### config.mk
export PLATFORM = sky130hd
export DESIGN_NAME = core_top
export DESIGN_NICKNAME = d
export VERILOG_FILES = /design/src/hw/core_isa_pkg.sv /design/src/hw/core_pipe_pkg.sv /design/src/hw/credit_chan_if.sv /design/src/hw/register_file.sv /design/src/hw/decode_stage.sv /design/src/hw/execute_stage.sv /design/src/hw/result_stage.sv /design/src/hw/core_top.sv
export VERILOG_INCLUDE_DIRS = /design/src /design/src/include
export SDC_FILE = /design/constraint.sdc
export NUM_CORES = 2
export LEC_CHECK = 0
export BUFFER_PORTS_ARGS = -buffer_cell sky130_fd_sc_hd__buf_4
export CAP_MARGIN = 20
export CELL_PAD_IN_SITES_DETAIL_PLACEMENT = 0
export CELL_PAD_IN_SITES_GLOBAL_PLACEMENT = 1
export CORE_MARGIN = 4
export CORE_UTILIZATION = 40
export CTS_CLUSTER_DIAMETER = 40
export DETAILED_ROUTE_END_ITERATION = 10
export GPL_TIMING_DRIVEN = 0
export HOLD_SLACK_MARGIN = 0.03
export PLACE_DENSITY_LB_ADDON = 0.15
export SYNTH_ARGS = -nofsm -noshare
export SYNTH_HDL_FRONTEND = slang
export SYNTH_SLANG_ARGS = --single-unit
export TNS_END_PERCENT = 5
### constraint.sdc
create_clock -name clk -period 7.4 [get_ports clk]
set_clock_uncertainty 0.15 [all_clocks]
set_input_delay 1.11 -clock clk [delete_from_list [all_inputs] [get_ports clk]]
set_output_delay 1.11 -clock clk [all_outputs]
set_load 0.05 [all_outputs]
### src/include/core_macros.svh
/* Core sizes. CORE_NUM_REGS stays at 32 because register indices
   are five bits. INSTR_CREDITS must be at least 2, and credit_cnt_t
   has to hold RETIRE_CREDITS. */
`ifndef CORE_MACROS_SVH
`define CORE_MACROS_SVH

// Datapath and register file
`define CORE_XLEN 32
`define CORE_NUM_REGS 32

// Decode input buffer depth, also the upstream credits after reset
`define INSTR_CREDITS 2

// Entries in the consumer's retire buffer
`define RETIRE_CREDITS 4

// Retire order counter
`define ORDER_WIDTH 64

`endif

### src/hw/core_isa_pkg.sv
/* RV32I encodings for the OP and OP-IMM classes only.
   Loads, stores, branches and system opcodes are not decoded. */
`default_nettype none
`include "core_macros.svh"

package core_isa_pkg;

  typedef logic [`CORE_XLEN-1:0] word_t;
  typedef logic [31:0]           insn_t;
  typedef logic [4:0]            reg_addr_t;

  typedef enum logic [6:0] {
    opc_op     = 7'b0110011,
    opc_op_imm = 7'b0010011
  } opcode_e;

  // funct3 field
  localparam logic [2:0] f3_add  = 3'b000;
  localparam logic [2:0] f3_sll  = 3'b001;
  localparam logic [2:0] f3_slt  = 3'b010;
  localparam logic [2:0] f3_sltu = 3'b011;
  localparam logic [2:0] f3_xor  = 3'b100;
  localparam logic [2:0] f3_sr   = 3'b101;
  localparam logic [2:0] f3_or   = 3'b110;
  localparam logic [2:0] f3_and  = 3'b111;

  // funct7 field, alt selects SUB and SRA
  localparam logic [6:0] f7_base = 7'b0000000;
  localparam logic [6:0] f7_alt  = 7'b0100000;

  typedef enum logic [3:0] {
    alu_add,
    alu_sub,
    alu_sll,
    alu_slt,
    alu_sltu,
    alu_xor,
    alu_srl,
    alu_sra,
    alu_or,
    alu_and
  } alu_op_e;

endpackage

`default_nettype wire

### src/hw/core_pipe_pkg.sv
/* Payloads carried between the pipeline stages.
   The write flag is already cleared for illegal instructions. */
`default_nettype none
`include "core_macros.svh"

package core_pipe_pkg;

  typedef logic [`ORDER_WIDTH-1:0] order_t;

  // Counts 0 to RETIRE_CREDITS
  typedef logic [2:0] credit_cnt_t;

  // Decode to execute
  typedef struct packed {
    core_isa_pkg::alu_op_e   alu_op;
    core_isa_pkg::word_t     op_a;
    core_isa_pkg::word_t     op_b;
    core_isa_pkg::reg_addr_t rd;
    logic                    we;
    logic                    illegal;
    core_isa_pkg::insn_t     insn;
  } decoded_op_t;

  // Execute to result
  typedef struct packed {
    core_isa_pkg::reg_addr_t rd;
    logic                    we;
    logic                    illegal;
    core_isa_pkg::insn_t     insn;
    core_isa_pkg::word_t     value;
  } exec_result_t;

endpackage

`default_nettype wire

### src/hw/credit_chan_if.sv
/* Single-credit channel. valid is a one-cycle pulse and spends the
   sender's credit, credit is a one-cycle pulse once the item is used. */
`timescale 1ns/100ps
`default_nettype none

interface credit_chan_if #(
  parameter type payload_t = logic
);

  logic     valid;
  payload_t payload;
  logic     credit;

  modport sender (
    output valid,
    output payload,
    input  credit
  );

  modport receiver (
    input  valid,
    input  payload,
    output credit
  );

endinterface

`default_nettype wire

### src/hw/register_file.sv
/* Two combinational read ports, one write port. x0 reads zero
   and ignores writes, so it has no storage. */
`timescale 1ns/100ps
`default_nettype none
`include "core_macros.svh"

module register_file (
  input  logic                    clk,
  input  logic                    rst_ni,
  input  core_isa_pkg::reg_addr_t raddr_a_i,
  input  core_isa_pkg::reg_addr_t raddr_b_i,
  output core_isa_pkg::word_t     rdata_a_o,
  output core_isa_pkg::word_t     rdata_b_o,
  input  logic                    we_i,
  input  core_isa_pkg::reg_addr_t waddr_i,
  input  core_isa_pkg::word_t     wdata_i
);
  import core_isa_pkg::*;

  word_t regs_q [1:`CORE_NUM_REGS-1];

  always_ff @(posedge clk or negedge rst_ni) begin
    if (!rst_ni) begin
      for (int i = 1; i < `CORE_NUM_REGS; i++) begin
        regs_q[i] <= '0;
      end
    end else if (we_i && waddr_i != '0) begin
      regs_q[waddr_i] <= wdata_i;
    end
  end

  // x0 is hardwired
  assign rdata_a_o = (raddr_a_i == '0) ? '0 : regs_q[raddr_a_i];
  assign rdata_b_o = (raddr_b_i == '0) ? '0 : regs_q[raddr_b_i];

endmodule

`default_nettype wire

### src/hw/decode_stage.sv
/* Buffers up to INSTR_CREDITS instructions and issues the head in order.
   Issue waits on a pending source or destination register, so each
   register has at most one write in flight. */
`timescale 1ns/100ps
`default_nettype none
`include "core_macros.svh"

module decode_stage (
  input  logic                    clk,
  input  logic                    rst_ni,
  input  logic                    instr_valid_i,
  input  core_isa_pkg::insn_t     instr_i,
  output logic                    instr_credit_o,
  output core_isa_pkg::reg_addr_t rf_raddr_a_o,
  output core_isa_pkg::reg_addr_t rf_raddr_b_o,
  input  core_isa_pkg::word_t     rf_rdata_a_i,
  input  core_isa_pkg::word_t     rf_rdata_b_i,
  input  logic                    wb_we_i,
  input  core_isa_pkg::reg_addr_t wb_waddr_i,
  credit_chan_if.sender           dec2ex
);
  import core_isa_pkg::*;
  import core_pipe_pkg::*;

  localparam int unsigned ptr_w = $clog2(`INSTR_CREDITS);
  localparam int unsigned cnt_w = $clog2(`INSTR_CREDITS + 1);

  insn_t                     fifo_q [`INSTR_CREDITS];
  logic [ptr_w-1:0]          wr_ptr_q;
  logic [ptr_w-1:0]          rd_ptr_q;
  logic [cnt_w-1:0]          count_q;
  logic [`CORE_NUM_REGS-1:0] pend_q;
  logic [`CORE_NUM_REGS-1:0] pend_d;
  logic                      cred_q;

  insn_t       head;
  logic [2:0]  funct3;
  logic [6:0]  funct7;
  reg_addr_t   rs1;
  reg_addr_t   rs2;
  reg_addr_t   rd;
  alu_op_e     alu_op;
  logic        is_op;
  logic        illegal;
  logic        hazard;
  logic        issue;
  decoded_op_t op_d;

  //////////////////////////////////////////////////////////////////////
  // Input buffer
  //////////////////////////////////////////////////////////////////////

  always_ff @(posedge clk) begin
    if (instr_valid_i) begin
      fifo_q[wr_ptr_q] <= instr_i;
    end
  end

  assign head   = fifo_q[rd_ptr_q];
  assign funct3 = head[14:12];
  assign funct7 = head[31:25];
  assign rs1    = head[19:15];
  assign rs2    = head[24:20];
  assign rd     = head[11:7];
  assign is_op  = (head[6:0] == opc_op);

  //////////////////////////////////////////////////////////////////////
  // Decoder
  //////////////////////////////////////////////////////////////////////

  always_comb begin
    alu_op  = alu_add;
    illegal = 1'b0;
    case (head[6:0])
      opc_op: begin
        case ({funct7, funct3})
          {f7_base, f3_add}:  alu_op = alu_add;
          {f7_alt,  f3_add}:  alu_op = alu_sub;
          {f7_base, f3_sll}:  alu_op = alu_sll;
          {f7_base, f3_slt}:  alu_op = alu_slt;
          {f7_base, f3_sltu}: alu_op = alu_sltu;
          {f7_base, f3_xor}:  alu_op = alu_xor;
          {f7_base, f3_sr}:   alu_op = alu_srl;
          {f7_alt,  f3_sr}:   alu_op = alu_sra;
          {f7_base, f3_or}:   alu_op = alu_or;
          {f7_base, f3_and}:  alu_op = alu_and;
          default:            illegal = 1'b1;
        endcase
      end
      opc_op_imm: begin
        case (funct3)
          f3_add:  alu_op = alu_add;
          f3_slt:  alu_op = alu_slt;
          f3_sltu: alu_op = alu_sltu;
          f3_xor:  alu_op = alu_xor;
          f3_or:   alu_op = alu_or;
          f3_and:  alu_op = alu_and;
          // Shift immediates keep a funct7 in the upper bits
          f3_sll: begin
            alu_op  = alu_sll;
            illegal = (funct7 != f7_base);
          end
          default: begin
            alu_op  = (funct7 == f7_alt) ? alu_sra : alu_srl;
            illegal = (funct7 != f7_base) && (funct7 != f7_alt);
          end
        endcase
      end
      default: illegal = 1'b1;
    endcase
  end

  // Operand b is rs2 for OP, the sign-extended immediate for OP-IMM
  assign rf_raddr_a_o = rs1;
  assign rf_raddr_b_o = rs2;
  assign op_d = '{
    alu_op:  alu_op,
    op_a:    rf_rdata_a_i,
    op_b:    is_op ? rf_rdata_b_i : {{(`CORE_XLEN-12){head[31]}}, head[31:20]},
    rd:      rd,
    we:      !illegal,
    illegal: illegal,
    insn:    head
  };

  //////////////////////////////////////////////////////////////////////
  // Scoreboard and issue
  //////////////////////////////////////////////////////////////////////

  assign hazard         = pend_q[rs1] | (is_op & pend_q[rs2]) | pend_q[rd];
  assign issue          = (count_q != '0) & cred_q & ~hazard;
  assign instr_credit_o = issue;

  // A new claim on the same register wins over the write-back
  always_comb begin
    pend_d = pend_q;
    if (wb_we_i) begin
      pend_d[wb_waddr_i] = 1'b0;
    end
    if (issue && op_d.we && rd != '0) begin
      pend_d[rd] = 1'b1;
    end
  end

  always_ff @(posedge clk or negedge rst_ni) begin
    if (!rst_ni) begin
      wr_ptr_q     <= '0;
      rd_ptr_q     <= '0;
      count_q      <= '0;
      pend_q       <= '0;
      cred_q       <= 1'b1;
      dec2ex.valid <= 1'b0;
    end else begin
      if (instr_valid_i) begin
        wr_ptr_q <= (wr_ptr_q == ptr_w'(`INSTR_CREDITS - 1)) ? '0 : wr_ptr_q + 1'b1;
      end
      if (issue) begin
        rd_ptr_q <= (rd_ptr_q == ptr_w'(`INSTR_CREDITS - 1)) ? '0 : rd_ptr_q + 1'b1;
      end
      count_q      <= count_q + cnt_w'(instr_valid_i) - cnt_w'(issue);
      pend_q       <= pend_d;
      cred_q       <= (cred_q & ~issue) | dec2ex.credit;
      dec2ex.valid <= issue;
    end
  end

  always_ff @(posedge clk) begin
    if (issue) begin
      dec2ex.payload <= op_d;
    end
  end

  // Upstream only sends against a free entry
  assert property (@(posedge clk) disable iff (!rst_ni)
    instr_valid_i |-> count_q != cnt_w'(`INSTR_CREDITS));

  // No second item before execute has handed the credit back
  assert property (@(posedge clk) disable iff (!rst_ni)
    dec2ex.valid && !dec2ex.credit |=> !dec2ex.valid until_with dec2ex.credit);

endmodule

`default_nettype wire

### src/hw/execute_stage.sv
/* One-cycle ALU. An item that arrives without an ex2res credit is
   held, and its dec2ex credit is returned only once it moves on. */
`timescale 1ns/100ps
`default_nettype none

module execute_stage (
  input  logic              clk,
  input  logic              rst_ni,
  credit_chan_if.receiver   dec2ex,
  credit_chan_if.sender     ex2res
);
  import core_isa_pkg::*;
  import core_pipe_pkg::*;

  decoded_op_t held_q;
  decoded_op_t cur;
  logic        hold_q;
  logic        cred_q;
  logic        cur_valid;
  logic        fire;
  logic [4:0]  shamt;
  word_t       alu_res;

  // The held item takes the place of a new arrival
  assign cur           = hold_q ? held_q : dec2ex.payload;
  assign cur_valid     = hold_q | dec2ex.valid;
  assign fire          = cur_valid & cred_q;
  assign dec2ex.credit = fire;
  assign shamt         = cur.op_b[4:0];

  always_comb begin
    case (cur.alu_op)
      alu_add:  alu_res = cur.op_a + cur.op_b;
      alu_sub:  alu_res = cur.op_a - cur.op_b;
      alu_sll:  alu_res = cur.op_a << shamt;
      alu_slt:  alu_res = word_t'($signed(cur.op_a) < $signed(cur.op_b));
      alu_sltu: alu_res = word_t'(cur.op_a < cur.op_b);
      alu_xor:  alu_res = cur.op_a ^ cur.op_b;
      alu_srl:  alu_res = cur.op_a >> shamt;
      alu_sra:  alu_res = word_t'($signed(cur.op_a) >>> shamt);
      alu_or:   alu_res = cur.op_a | cur.op_b;
      alu_and:  alu_res = cur.op_a & cur.op_b;
      default:  alu_res = '0;
    endcase
  end

  always_ff @(posedge clk or negedge rst_ni) begin
    if (!rst_ni) begin
      hold_q       <= 1'b0;
      cred_q       <= 1'b1;
      ex2res.valid <= 1'b0;
    end else begin
      hold_q       <= cur_valid & ~fire;
      cred_q       <= (cred_q & ~fire) | ex2res.credit;
      ex2res.valid <= fire;
    end
  end

  always_ff @(posedge clk) begin
    if (cur_valid && !fire) begin
      held_q <= cur;
    end
    if (fire) begin
      ex2res.payload <= '{
        rd:      cur.rd,
        we:      cur.we,
        illegal: cur.illegal,
        insn:    cur.insn,
        value:   alu_res
      };
    end
  end

  // Decode waits for the credit, so a held item is never overrun
  assert property (@(posedge clk) disable iff (!rst_ni) dec2ex.valid |-> !hold_q);

endmodule

`default_nettype wire

### src/hw/result_stage.sv
/* Writes back and retires in order. The consumer must not return more
   than RETIRE_CREDITS credits. retire_order_o counts completed retires. */
`timescale 1ns/100ps
`default_nettype none
`include "core_macros.svh"

module result_stage (
  input  logic                    clk,
  input  logic                    rst_ni,
  credit_chan_if.receiver         ex2res,
  output logic                    rf_we_o,
  output core_isa_pkg::reg_addr_t rf_waddr_o,
  output core_isa_pkg::word_t     rf_wdata_o,
  output logic                    retire_valid_o,
  output core_pipe_pkg::order_t   retire_order_o,
  output core_isa_pkg::insn_t     retire_insn_o,
  output logic                    retire_trap_o,
  output core_isa_pkg::reg_addr_t retire_rd_addr_o,
  output core_isa_pkg::word_t     retire_rd_wdata_o,
  input  logic                    retire_credit_i
);
  import core_isa_pkg::*;
  import core_pipe_pkg::*;

  exec_result_t held_q;
  exec_result_t cur;
  logic         hold_q;
  logic         cur_valid;
  logic         accept;
  logic         writes;
  credit_cnt_t  cnt_q;

  assign cur           = hold_q ? held_q : ex2res.payload;
  assign cur_valid     = hold_q | ex2res.valid;
  assign accept        = cur_valid & (cnt_q != '0);
  assign ex2res.credit = accept;

  // x0 and illegal words leave the register file alone
  assign writes     = cur.we & (cur.rd != '0);
  assign rf_we_o    = accept & writes;
  assign rf_waddr_o = cur.rd;
  assign rf_wdata_o = cur.value;

  //////////////////////////////////////////////////////////////////////
  // Retire credits and order
  //////////////////////////////////////////////////////////////////////

  always_ff @(posedge clk or negedge rst_ni) begin
    if (!rst_ni) begin
      hold_q         <= 1'b0;
      cnt_q          <= credit_cnt_t'(`RETIRE_CREDITS);
      retire_valid_o <= 1'b0;
      retire_order_o <= '0;
    end else begin
      hold_q         <= cur_valid & ~accept;
      retire_valid_o <= accept;
      retire_order_o <= retire_order_o + order_t'(retire_valid_o);
      case ({accept, retire_credit_i})
        2'b10:   cnt_q <= cnt_q - 1'b1;
        2'b01:   cnt_q <= cnt_q + 1'b1;
        default: cnt_q <= cnt_q;
      endcase
    end
  end

  always_ff @(posedge clk) begin
    if (cur_valid && !accept) begin
      held_q <= cur;
    end
    if (accept) begin
      retire_insn_o     <= cur.insn;
      retire_trap_o     <= cur.illegal;
      retire_rd_addr_o  <= writes ? cur.rd : '0;
      retire_rd_wdata_o <= writes ? cur.value : '0;
    end
  end

  // Consumer returns no more than it was given
  assert property (@(posedge clk) disable iff (!rst_ni)
    cnt_q <= credit_cnt_t'(`RETIRE_CREDITS));

endmodule

`default_nettype wire

### src/hw/core_top.sv
/* Three-stage OP/OP-IMM core. Both ports use credits: upstream starts
   with INSTR_CREDITS, the core starts with RETIRE_CREDITS. */
`timescale 1ns/100ps
`default_nettype none

module core_top (
  input  logic                    clk,
  input  logic                    rst_ni,
  input  logic                    instr_valid_i,
  input  core_isa_pkg::insn_t     instr_i,
  output logic                    instr_credit_o,
  output logic                    retire_valid_o,
  output core_pipe_pkg::order_t   retire_order_o,
  output core_isa_pkg::insn_t     retire_insn_o,
  output logic                    retire_trap_o,
  output core_isa_pkg::reg_addr_t retire_rd_addr_o,
  output core_isa_pkg::word_t     retire_rd_wdata_o,
  input  logic                    retire_credit_i
);
  import core_isa_pkg::*;
  import core_pipe_pkg::*;

  reg_addr_t rf_raddr_a;
  reg_addr_t rf_raddr_b;
  word_t     rf_rdata_a;
  word_t     rf_rdata_b;
  logic      rf_we;
  reg_addr_t rf_waddr;
  word_t     rf_wdata;

  credit_chan_if #(.payload_t(decoded_op_t))  dec2ex ();
  credit_chan_if #(.payload_t(exec_result_t)) ex2res ();

  //////////////////////////////////////////////////////////////////////
  // Stages
  //////////////////////////////////////////////////////////////////////

  decode_stage u_decode (
    .clk            (clk),
    .rst_ni         (rst_ni),
    .instr_valid_i  (instr_valid_i),
    .instr_i        (instr_i),
    .instr_credit_o (instr_credit_o),
    .rf_raddr_a_o   (rf_raddr_a),
    .rf_raddr_b_o   (rf_raddr_b),
    .rf_rdata_a_i   (rf_rdata_a),
    .rf_rdata_b_i   (rf_rdata_b),
    .wb_we_i        (rf_we),
    .wb_waddr_i     (rf_waddr),
    .dec2ex         (dec2ex.sender)
  );

  execute_stage u_execute (
    .clk    (clk),
    .rst_ni (rst_ni),
    .dec2ex (dec2ex.receiver),
    .ex2res (ex2res.sender)
  );

  result_stage u_result (
    .clk               (clk),
    .rst_ni            (rst_ni),
    .ex2res            (ex2res.receiver),
    .rf_we_o           (rf_we),
    .rf_waddr_o        (rf_waddr),
    .rf_wdata_o        (rf_wdata),
    .retire_valid_o    (retire_valid_o),
    .retire_order_o    (retire_order_o),
    .retire_insn_o     (retire_insn_o),
    .retire_trap_o     (retire_trap_o),
    .retire_rd_addr_o  (retire_rd_addr_o),
    .retire_rd_wdata_o (retire_rd_wdata_o),
    .retire_credit_i   (retire_credit_i)
  );

  // Write-back also clears the decode scoreboard
  register_file u_regfile (
    .clk       (clk),
    .rst_ni    (rst_ni),
    .raddr_a_i (rf_raddr_a),
    .raddr_b_i (rf_raddr_b),
    .rdata_a_o (rf_rdata_a),
    .rdata_b_o (rf_rdata_b),
    .we_i      (rf_we),
    .waddr_i   (rf_waddr),
    .wdata_i   (rf_wdata)
  );

endmodule

`default_nettype wire

After elaboration in Yosys (flattened, before gate mapping) --
Memory sizes are Yosys's and may differ from the RTL's. Cells that the tools add are included.
Cells by class: bitwise operators 30, $mul 0, multiplexer cells 38, shift-type cells 3, magnitude comparators 12, divide/modulo/power cells 0, reductions and logical operators 25, eq/ne operators 30, $add $sub $neg 9
Operators with widths (count):
- bitwise mux 992 bit | 1
- binary-select mux 32 bit (select 5 bit) | 2
- case mux 32 bit (10 select lines) | 1
- two-way mux 32 bit | 9
- demux 32 bit (select 5 bit) | 1
- two-way mux 107 bit | 1
- two-way mux 71 bit | 1
- adder 64 x 1 -> 64 bit | 1
- bitwise AND 32 bit | 2
- < comparator 32 bit | 2
- bitwise OR 32 bit | 2
- equality test 10 x 3 -> 1 bit (second input constant) | 4
- case mux 4 bit (9 select lines) | 1
- adder 32 bit | 1
- NOT 32 bit | 1
- << shifter 32 x 5 -> 32 bit | 1
- right shift 32 x 5 -> 32 bit | 1
- >>> shifter 32 x 5 -> 32 bit | 1
- subtractor 32 bit | 1
- XOR 32 bit | 1
- case mux 4 bit (7 select lines) | 1
- < comparator 5 x 6 -> 1 bit (second input constant) | 4
- equality test 10 x 2 -> 1 bit (second input constant) | 2
- equality test 10 x 9 -> 1 bit (second input constant) | 2
- 43 further kinds | 103
Storage, ports and cells: memories 1, logic and storage cells 220, RAM bits 64, flip-flop bits (word level) 1528, input bits 36, latch bits 0, output and inout bits 136, memory bits (read-only) 0
Memories:
- u_decode.fifo_q | depth 2, width 32, read ports 1, clocked after Yosys merged registers in 0, wr ports 1, RTL line decode_stage.sv:28 | insn_t fifo_q [`INSTR_CREDITS];

Depth between registers and ports, before layout --
An unclocked memory read counts as a cell.
word-level depth 11, depth in mapped cells 18, depth with buffers taken out 15

Cells and area by module --
Synthesis repeated with hierarchy kept, for this count alone.
Second synthesis, totals: cells, all modules 6611, area total of the unflattened synthesis 86678.1 µm²
By module, submodules not included:
- register_file | cells an instance 3666, sequential area each 24823.8 µm², area each 53646.5 µm², times used 1
- execute_stage | cells an instance 1612, sequential area each 5421.4 µm², area each 14780.4 µm², times used 1
- decode_stage | cells an instance 744, sequential area each 5936.9 µm², area each 9447.8 µm², times used 1
- result_stage | cells an instance 589, sequential area each 5962.0 µm², area each 8803.4 µm², times used 1

Worst setup path after synthesis --
Ideal clock, no wire load.
path kind register -> register, from register u_execute.hold_q, to register u_execute.hold_q, required time 6652 ps, period minus slack after synthesis 6435 ps, data arrival time 5687 ps, slack 965 ps, library setup time 598 ps, stages on the path, launching flop included 6, path through dfrtp_1 buf_4 buf_2 clkbuf_1 nor2_1 nor2_1
Between the ends: word-level cells in the longest chain between the ends 4
RTL lines:
- from (decl) | RTL line execute_stage.sv:17 | logic hold_q;
- from (signal assigned) | RTL line execute_stage.sv:53 | hold_q <= cur_valid & ~fire;
- bitwise OR 1 bit * | RTL line execute_stage.sv:26 | assign cur_valid = hold_q | dec2ex.valid;
- bitwise AND 1 bit | RTL line execute_stage.sv:27 | assign fire = cur_valid & cred_q;
- NOT 1 bit | RTL line execute_stage.sv:53
- bitwise AND 1 bit * | RTL line execute_stage.sv:53
Every way passes the cells marked *; elsewhere a longest branch is shown, timed or not. A chain may end at the register's enable or synchronous reset.

Worst setup path in the final report --
from register u_decode.rd_ptr_q, to output port instr_credit_o
Between the ends: word-level cells in the longest chain between the ends 8, elaborated cells on any way between the ends 13, classes of those cells 1 x eq/ne; 6 x mux; 5 x bitwise; 1 x memory
RTL lines:
- from (decl) | RTL line decode_stage.sv:30 | logic [ptr_w-1:0] rd_ptr_q;
- from (signal assigned) | RTL line decode_stage.sv:158 | rd_ptr_q <= (rd_ptr_q == ptr_w'(`INSTR_CREDITS - 1)) ? '0 : rd_ptr_q + 1'b1;
- memory read (2 x 32 bit) *
- binary-select mux 1 bit (select 5 bit) | RTL line decode_stage.sv:130 | assign hazard = pend_q[rs1] | (is_op & pend_q[rs2]) | pend_q[rd];
- two-way mux 1 bit (implied by the code) | RTL line decode_stage.sv:130
- bitwise AND 1 bit | RTL line decode_stage.sv:130
- bitwise OR 1 bit | RTL line decode_stage.sv:130
- bitwise OR 1 bit * | RTL line decode_stage.sv:130
- NOT 1 bit * | RTL line decode_stage.sv:131 | assign issue = (count_q != '0) & cred_q & ~hazard;
- bitwise AND 1 bit * | RTL line decode_stage.sv:131
- to (decl) | RTL line core_top.sv:11 | output logic instr_credit_o,
Every way passes the cells marked *; elsewhere a longest branch is shown, timed or not. The select of a mux whose other input is x is not followed.

==> results.toml <==
[run_status]
status = "complete, but fails checks"
violations = "slew limit"

[grt]
grt_max_degree = 165
grt_pass1_vias = 82300
grt_use_total_pct = 48.5
grt_remaining_overflow = 0
grt_pass1_wl_mm = 721
antenna_found_initial = 75

[worst_setup_path]
timing.rr.start = "u_execute.hold_q$_DFF_PN0_"
end_kind = "primary output"
cp.required_ns = 6.14
crit_chain = "buf_6 > buf_4 > nand2_1 > and2_1 > clkbuf_1 > inv_1 > a311o_1 > a311oi_1 > o211ai_1 > buf_2 > buf_2 > inv_4 > buf_4"
cp_top_family = "buffers and inverters"
startpoint_type = "flop"
path_buf_inv = 8
worst_ep_arrival_time_ns = 6.12
slowest_delay_ns = 0.94
r2r-end = "u_execute.ex2res.payload[0]$_SDFFCE_PN0P_"
reg2reg_depth = 18
crit_type = "reg -> out"
cp_slowest_cell = "clkbuf_1"
crit_fanout = 39
rrSetupSlack_ns = 0.11

[power_and_ir_drop]
p_leak_nw = 41.7
power_mw = 28.5
power_density_nw_per_um2 = 276
ir_worst_vdd_uv = 287

[worst_hold_path]
hold_start = "instr_i[7]"
hp-class = "in -> reg"
min_path_cells = 1
whs_endpoint = "u_decode.fifo_q[0][7]$_DFFE_PP_"

[floorplan]
initial_core_util_pct = 40.3
core-area_um2 = 210000
die_w_um = 468
dieArea_um2 = 219000
io-pin-count = 172
num_rows = 168
die_h_um = 468

[cts]
cts_sinks = 1587
postCtsSetupBuffers = 0
numCtsBuffers = 314
clk_latency_ns = 1.01
cts_tree = "done"
cts-htree-levels = 5
path_clk_slew_ns = 0.06
cts-root-buf = "clkbuf_16"
max-clock-path-buffers = 4

[drt]
wl_mm = 543
avgViaCountPerCell = 6.54
vias = 88700
dr.pass1.iters = 9
dr.first_iter.drc_count = 14600
drc_errors = 0
ant_nets = 0
drt-wirelength-per-cell_um = 40.0

[placement]
place_area_um2 = 92500
gp_congestion = 1.11
portBuffers = 171
placed_cells = 12900
hpwl_mm = 419
dpl_worst_slack_ns = 0.103

[yosys]
synth_edf_count = 485
synthesis.area_um2 = 84500
synth_nets = 9929
seq_area_frac_synth_pct = 49.9
yosysWarnings = 0
ys.flop_type = "dfrtp_1"
synthCells = 9788
async_reset_ff_share_pct = 69.4
synth_cell_types = 83
synth-seq-cells = 1587
synth_area_per_cell_um2 = 8.64

[timing]
min_period_over_period_pct = 99.7
relSlewSlack_pct = -2.42
worst-slew-pin-transition_ns = 1.54
finalSetupTns_ns = 0
whs_ns = 0.168
period_minus_slack_ns = 7.38
worst_slack_ns = 0.0222
hold_viol_final = 0
rsz0062_at_grt = "false"
slew_viol_final = 1
setup_violations = 0
clock.fmax_ghz = 0.136

[flow_run]
cap_violations = 0

[finish]
nets = 10600
syn2layout_area_growth_pct = 22.2
final_cell_area_um2 = 103000
drive_above_1_share_pct = 11.6
fin_util_pct = 49.2
final_cell_count_no_fill = 13600
synth_stat cells (all sizes together), types with 7 or more instances:
| master | number | area, µm² |
|---|---|---|
| a2111oi | 13 | 114 |
| a211oi | 76 | 571 |
| a21o | 24 | 180 |
| a21oi | 967 | 4840 |
| a221o | 9 | 90.1 |
| a221oi | 37 | 324 |
| a22oi | 30 | 225 |
| a311oi | 131 | 1150 |
| a31oi | 115 | 719 |
| and2 | 16 | 100 |
| and3 | 143 | 895 |
| and4 | 9 | 78.8 |
| buf | 162 | 713 |
| clkbuf | 679 | 2550 |
| dfrtp | 1099 | 27500 |
| edfxtp | 485 | 14600 |
| ha | 102 | 1280 |
| inv | 177 | 664 |
| mux2 | 99 | 1110 |
| mux2i | 262 | 2660 |
| mux4 | 60 | 1350 |
| nand2 | 2353 | 8830 |
| nand2b | 18 | 113 |
| nand3 | 775 | 3880 |
| nand4 | 20 | 125 |
| nor2 | 806 | 3030 |
| nor2b | 14 | 87.6 |
| nor3 | 37 | 185 |
| nor3b | 7 | 52.6 |
| nor4 | 35 | 219 |
| o211ai | 46 | 345 |
| o21ai | 645 | 3230 |
| o21bai | 13 | 97.6 |
| o221ai | 22 | 193 |
| o22ai | 84 | 526 |
| o31ai | 8 | 60.1 |
| o41ai | 19 | 166 |
| or3 | 13 | 81.3 |
| xnor2 | 69 | 604 |
| xor2 | 20 | 175 |
sequential cells by signal (all words and copies together) (netlist names), 2 cells and up:
signal,count
u_execute.held_q,107
u_result.retire_insn_o,32
u_result.retire_order_o,64
u_execute.ex2res.payload,71
u_decode.fifo_q,64
u_result.retire_rd_wdata_o,32
u_result.cnt_q,3
u_decode.dec2ex.payload,102
u_result.held_q,71
u_regfile.regs_q,992
u_decode.count_q,2
u_result.retire_rd_addr_o,5
u_decode.pend_q,32
placed cells by master (no fill, tap or decap), drive strengths merged, types with 37 or more instances in the layout:
master	instances
clkinv	84
edfxtp	485
mux4	60
a311oi	131
nor2	806
mux2i	262
o21ai	645
diode	53
nor3	37
clkbuf	1046
buf	521
o22ai	84
mux2	99
inv	224
and3	143
ha	102
a221oi	37
a21oi	967
a211oi	76
dfrtp	1099
xnor2	69
nand3	775
nand2	2353
a31oi	115
o211ai	46
repair_timing:
item,4_1_cts,5_1_grt
hold buffers,1,0
gates resized for setup,0,2
hold endpoints to repair,15,0
endpoints found under the setup margin,0,4
logic make-up (layout without fill, tap and decap cells):
| family | Yosys count | count (layout) | synth area share, % |
|---|---|---|---|
| muxes | 421 | 421 | 6.06 |
| adders and majority gates | 105 | 105 | 1.58 |
| xor gates and xnor gates | 89 | 89 | 0.922 |
| DFF | 1587 | 1587 | 49.9 |
| buffers and inverters | 1020 | 1936 | 4.66 |
| AOI/OAI and AO/OA | 2301 | 2301 | 15.8 |
| other | 0 | 53 | 0 |
| and+or+nand+nor | 4265 | 4265 | 21.1 |
worst max path at each step:
stage / startpoint / end / slack (ns) / depth (start not counted)
2_1_floorplan: u_execute.hold_q$_DFF_PN0_ / u_execute.hold_q$_DFF_PN0_ / 0.97 / 5
3_3_place_gp: rst_ni / u_regfile.regs_q[977]$_DFFE_PN0P_ / -8.83 / 1
3_5_place_dp: u_execute.hold_q$_DFF_PN0_ / u_execute.ex2res.payload[0]$_SDFFCE_PN0P_ / 0.10 / 18
4_1_cts: u_execute.hold_q$_DFF_PN0_ / u_execute.ex2res.payload[0]$_SDFFCE_PN0P_ / 0.08 / 18
5_1_grt: u_execute.hold_q$_DFF_PN0_ / u_execute.ex2res.payload[0]$_SDFFCE_PN0P_ / 0.07 / 18
6_report: u_decode.rd_ptr_q$_DFFE_PN0P_ / instr_credit_o / 0.02 / 13
power by group:
part	switching, mW	internal, mW	total (mW)
Combinational	4.09	0.885	4.98
Clock	5.24	9.07	14.3
Sequential	0.0543	9.16	9.21
Total	9.38	19.1	28.5
cell type report:
| cell class | count | area (µm²) |
|---|---|---|
| Fill cell | 20000 | 107000 |
| Sequential cell | 1587 | 42100 |
| Multi-Input combinational cell | 7181 | 38800 |
| Clock buffer | 362 | 8370 |
| Timing Repair Buffer | 365 | 4330 |
| Tap cell | 2805 | 3510 |
| Buffer | 841 | 3330 |
| Clock inverter | 189 | 2040 |
| Inverter | 179 | 677 |
| Antenna cell | 53 | 133 |
routing by layer:
| layer | part of all wire, % | vias up | GRT usage, % |
|---|---|---|---|
| met5 | 0.050 | - | 0 |
| met4 | 10 | 42 | 39.9 |
| met3 | 13 | 1735 | 18.1 |
| met2 | 40 | 6981 | 67.8 |
| met1 | 36 | 44200 | 59.2 |
| li1 | - | 35700 | - |
Power figures use the tool's default switching activity.
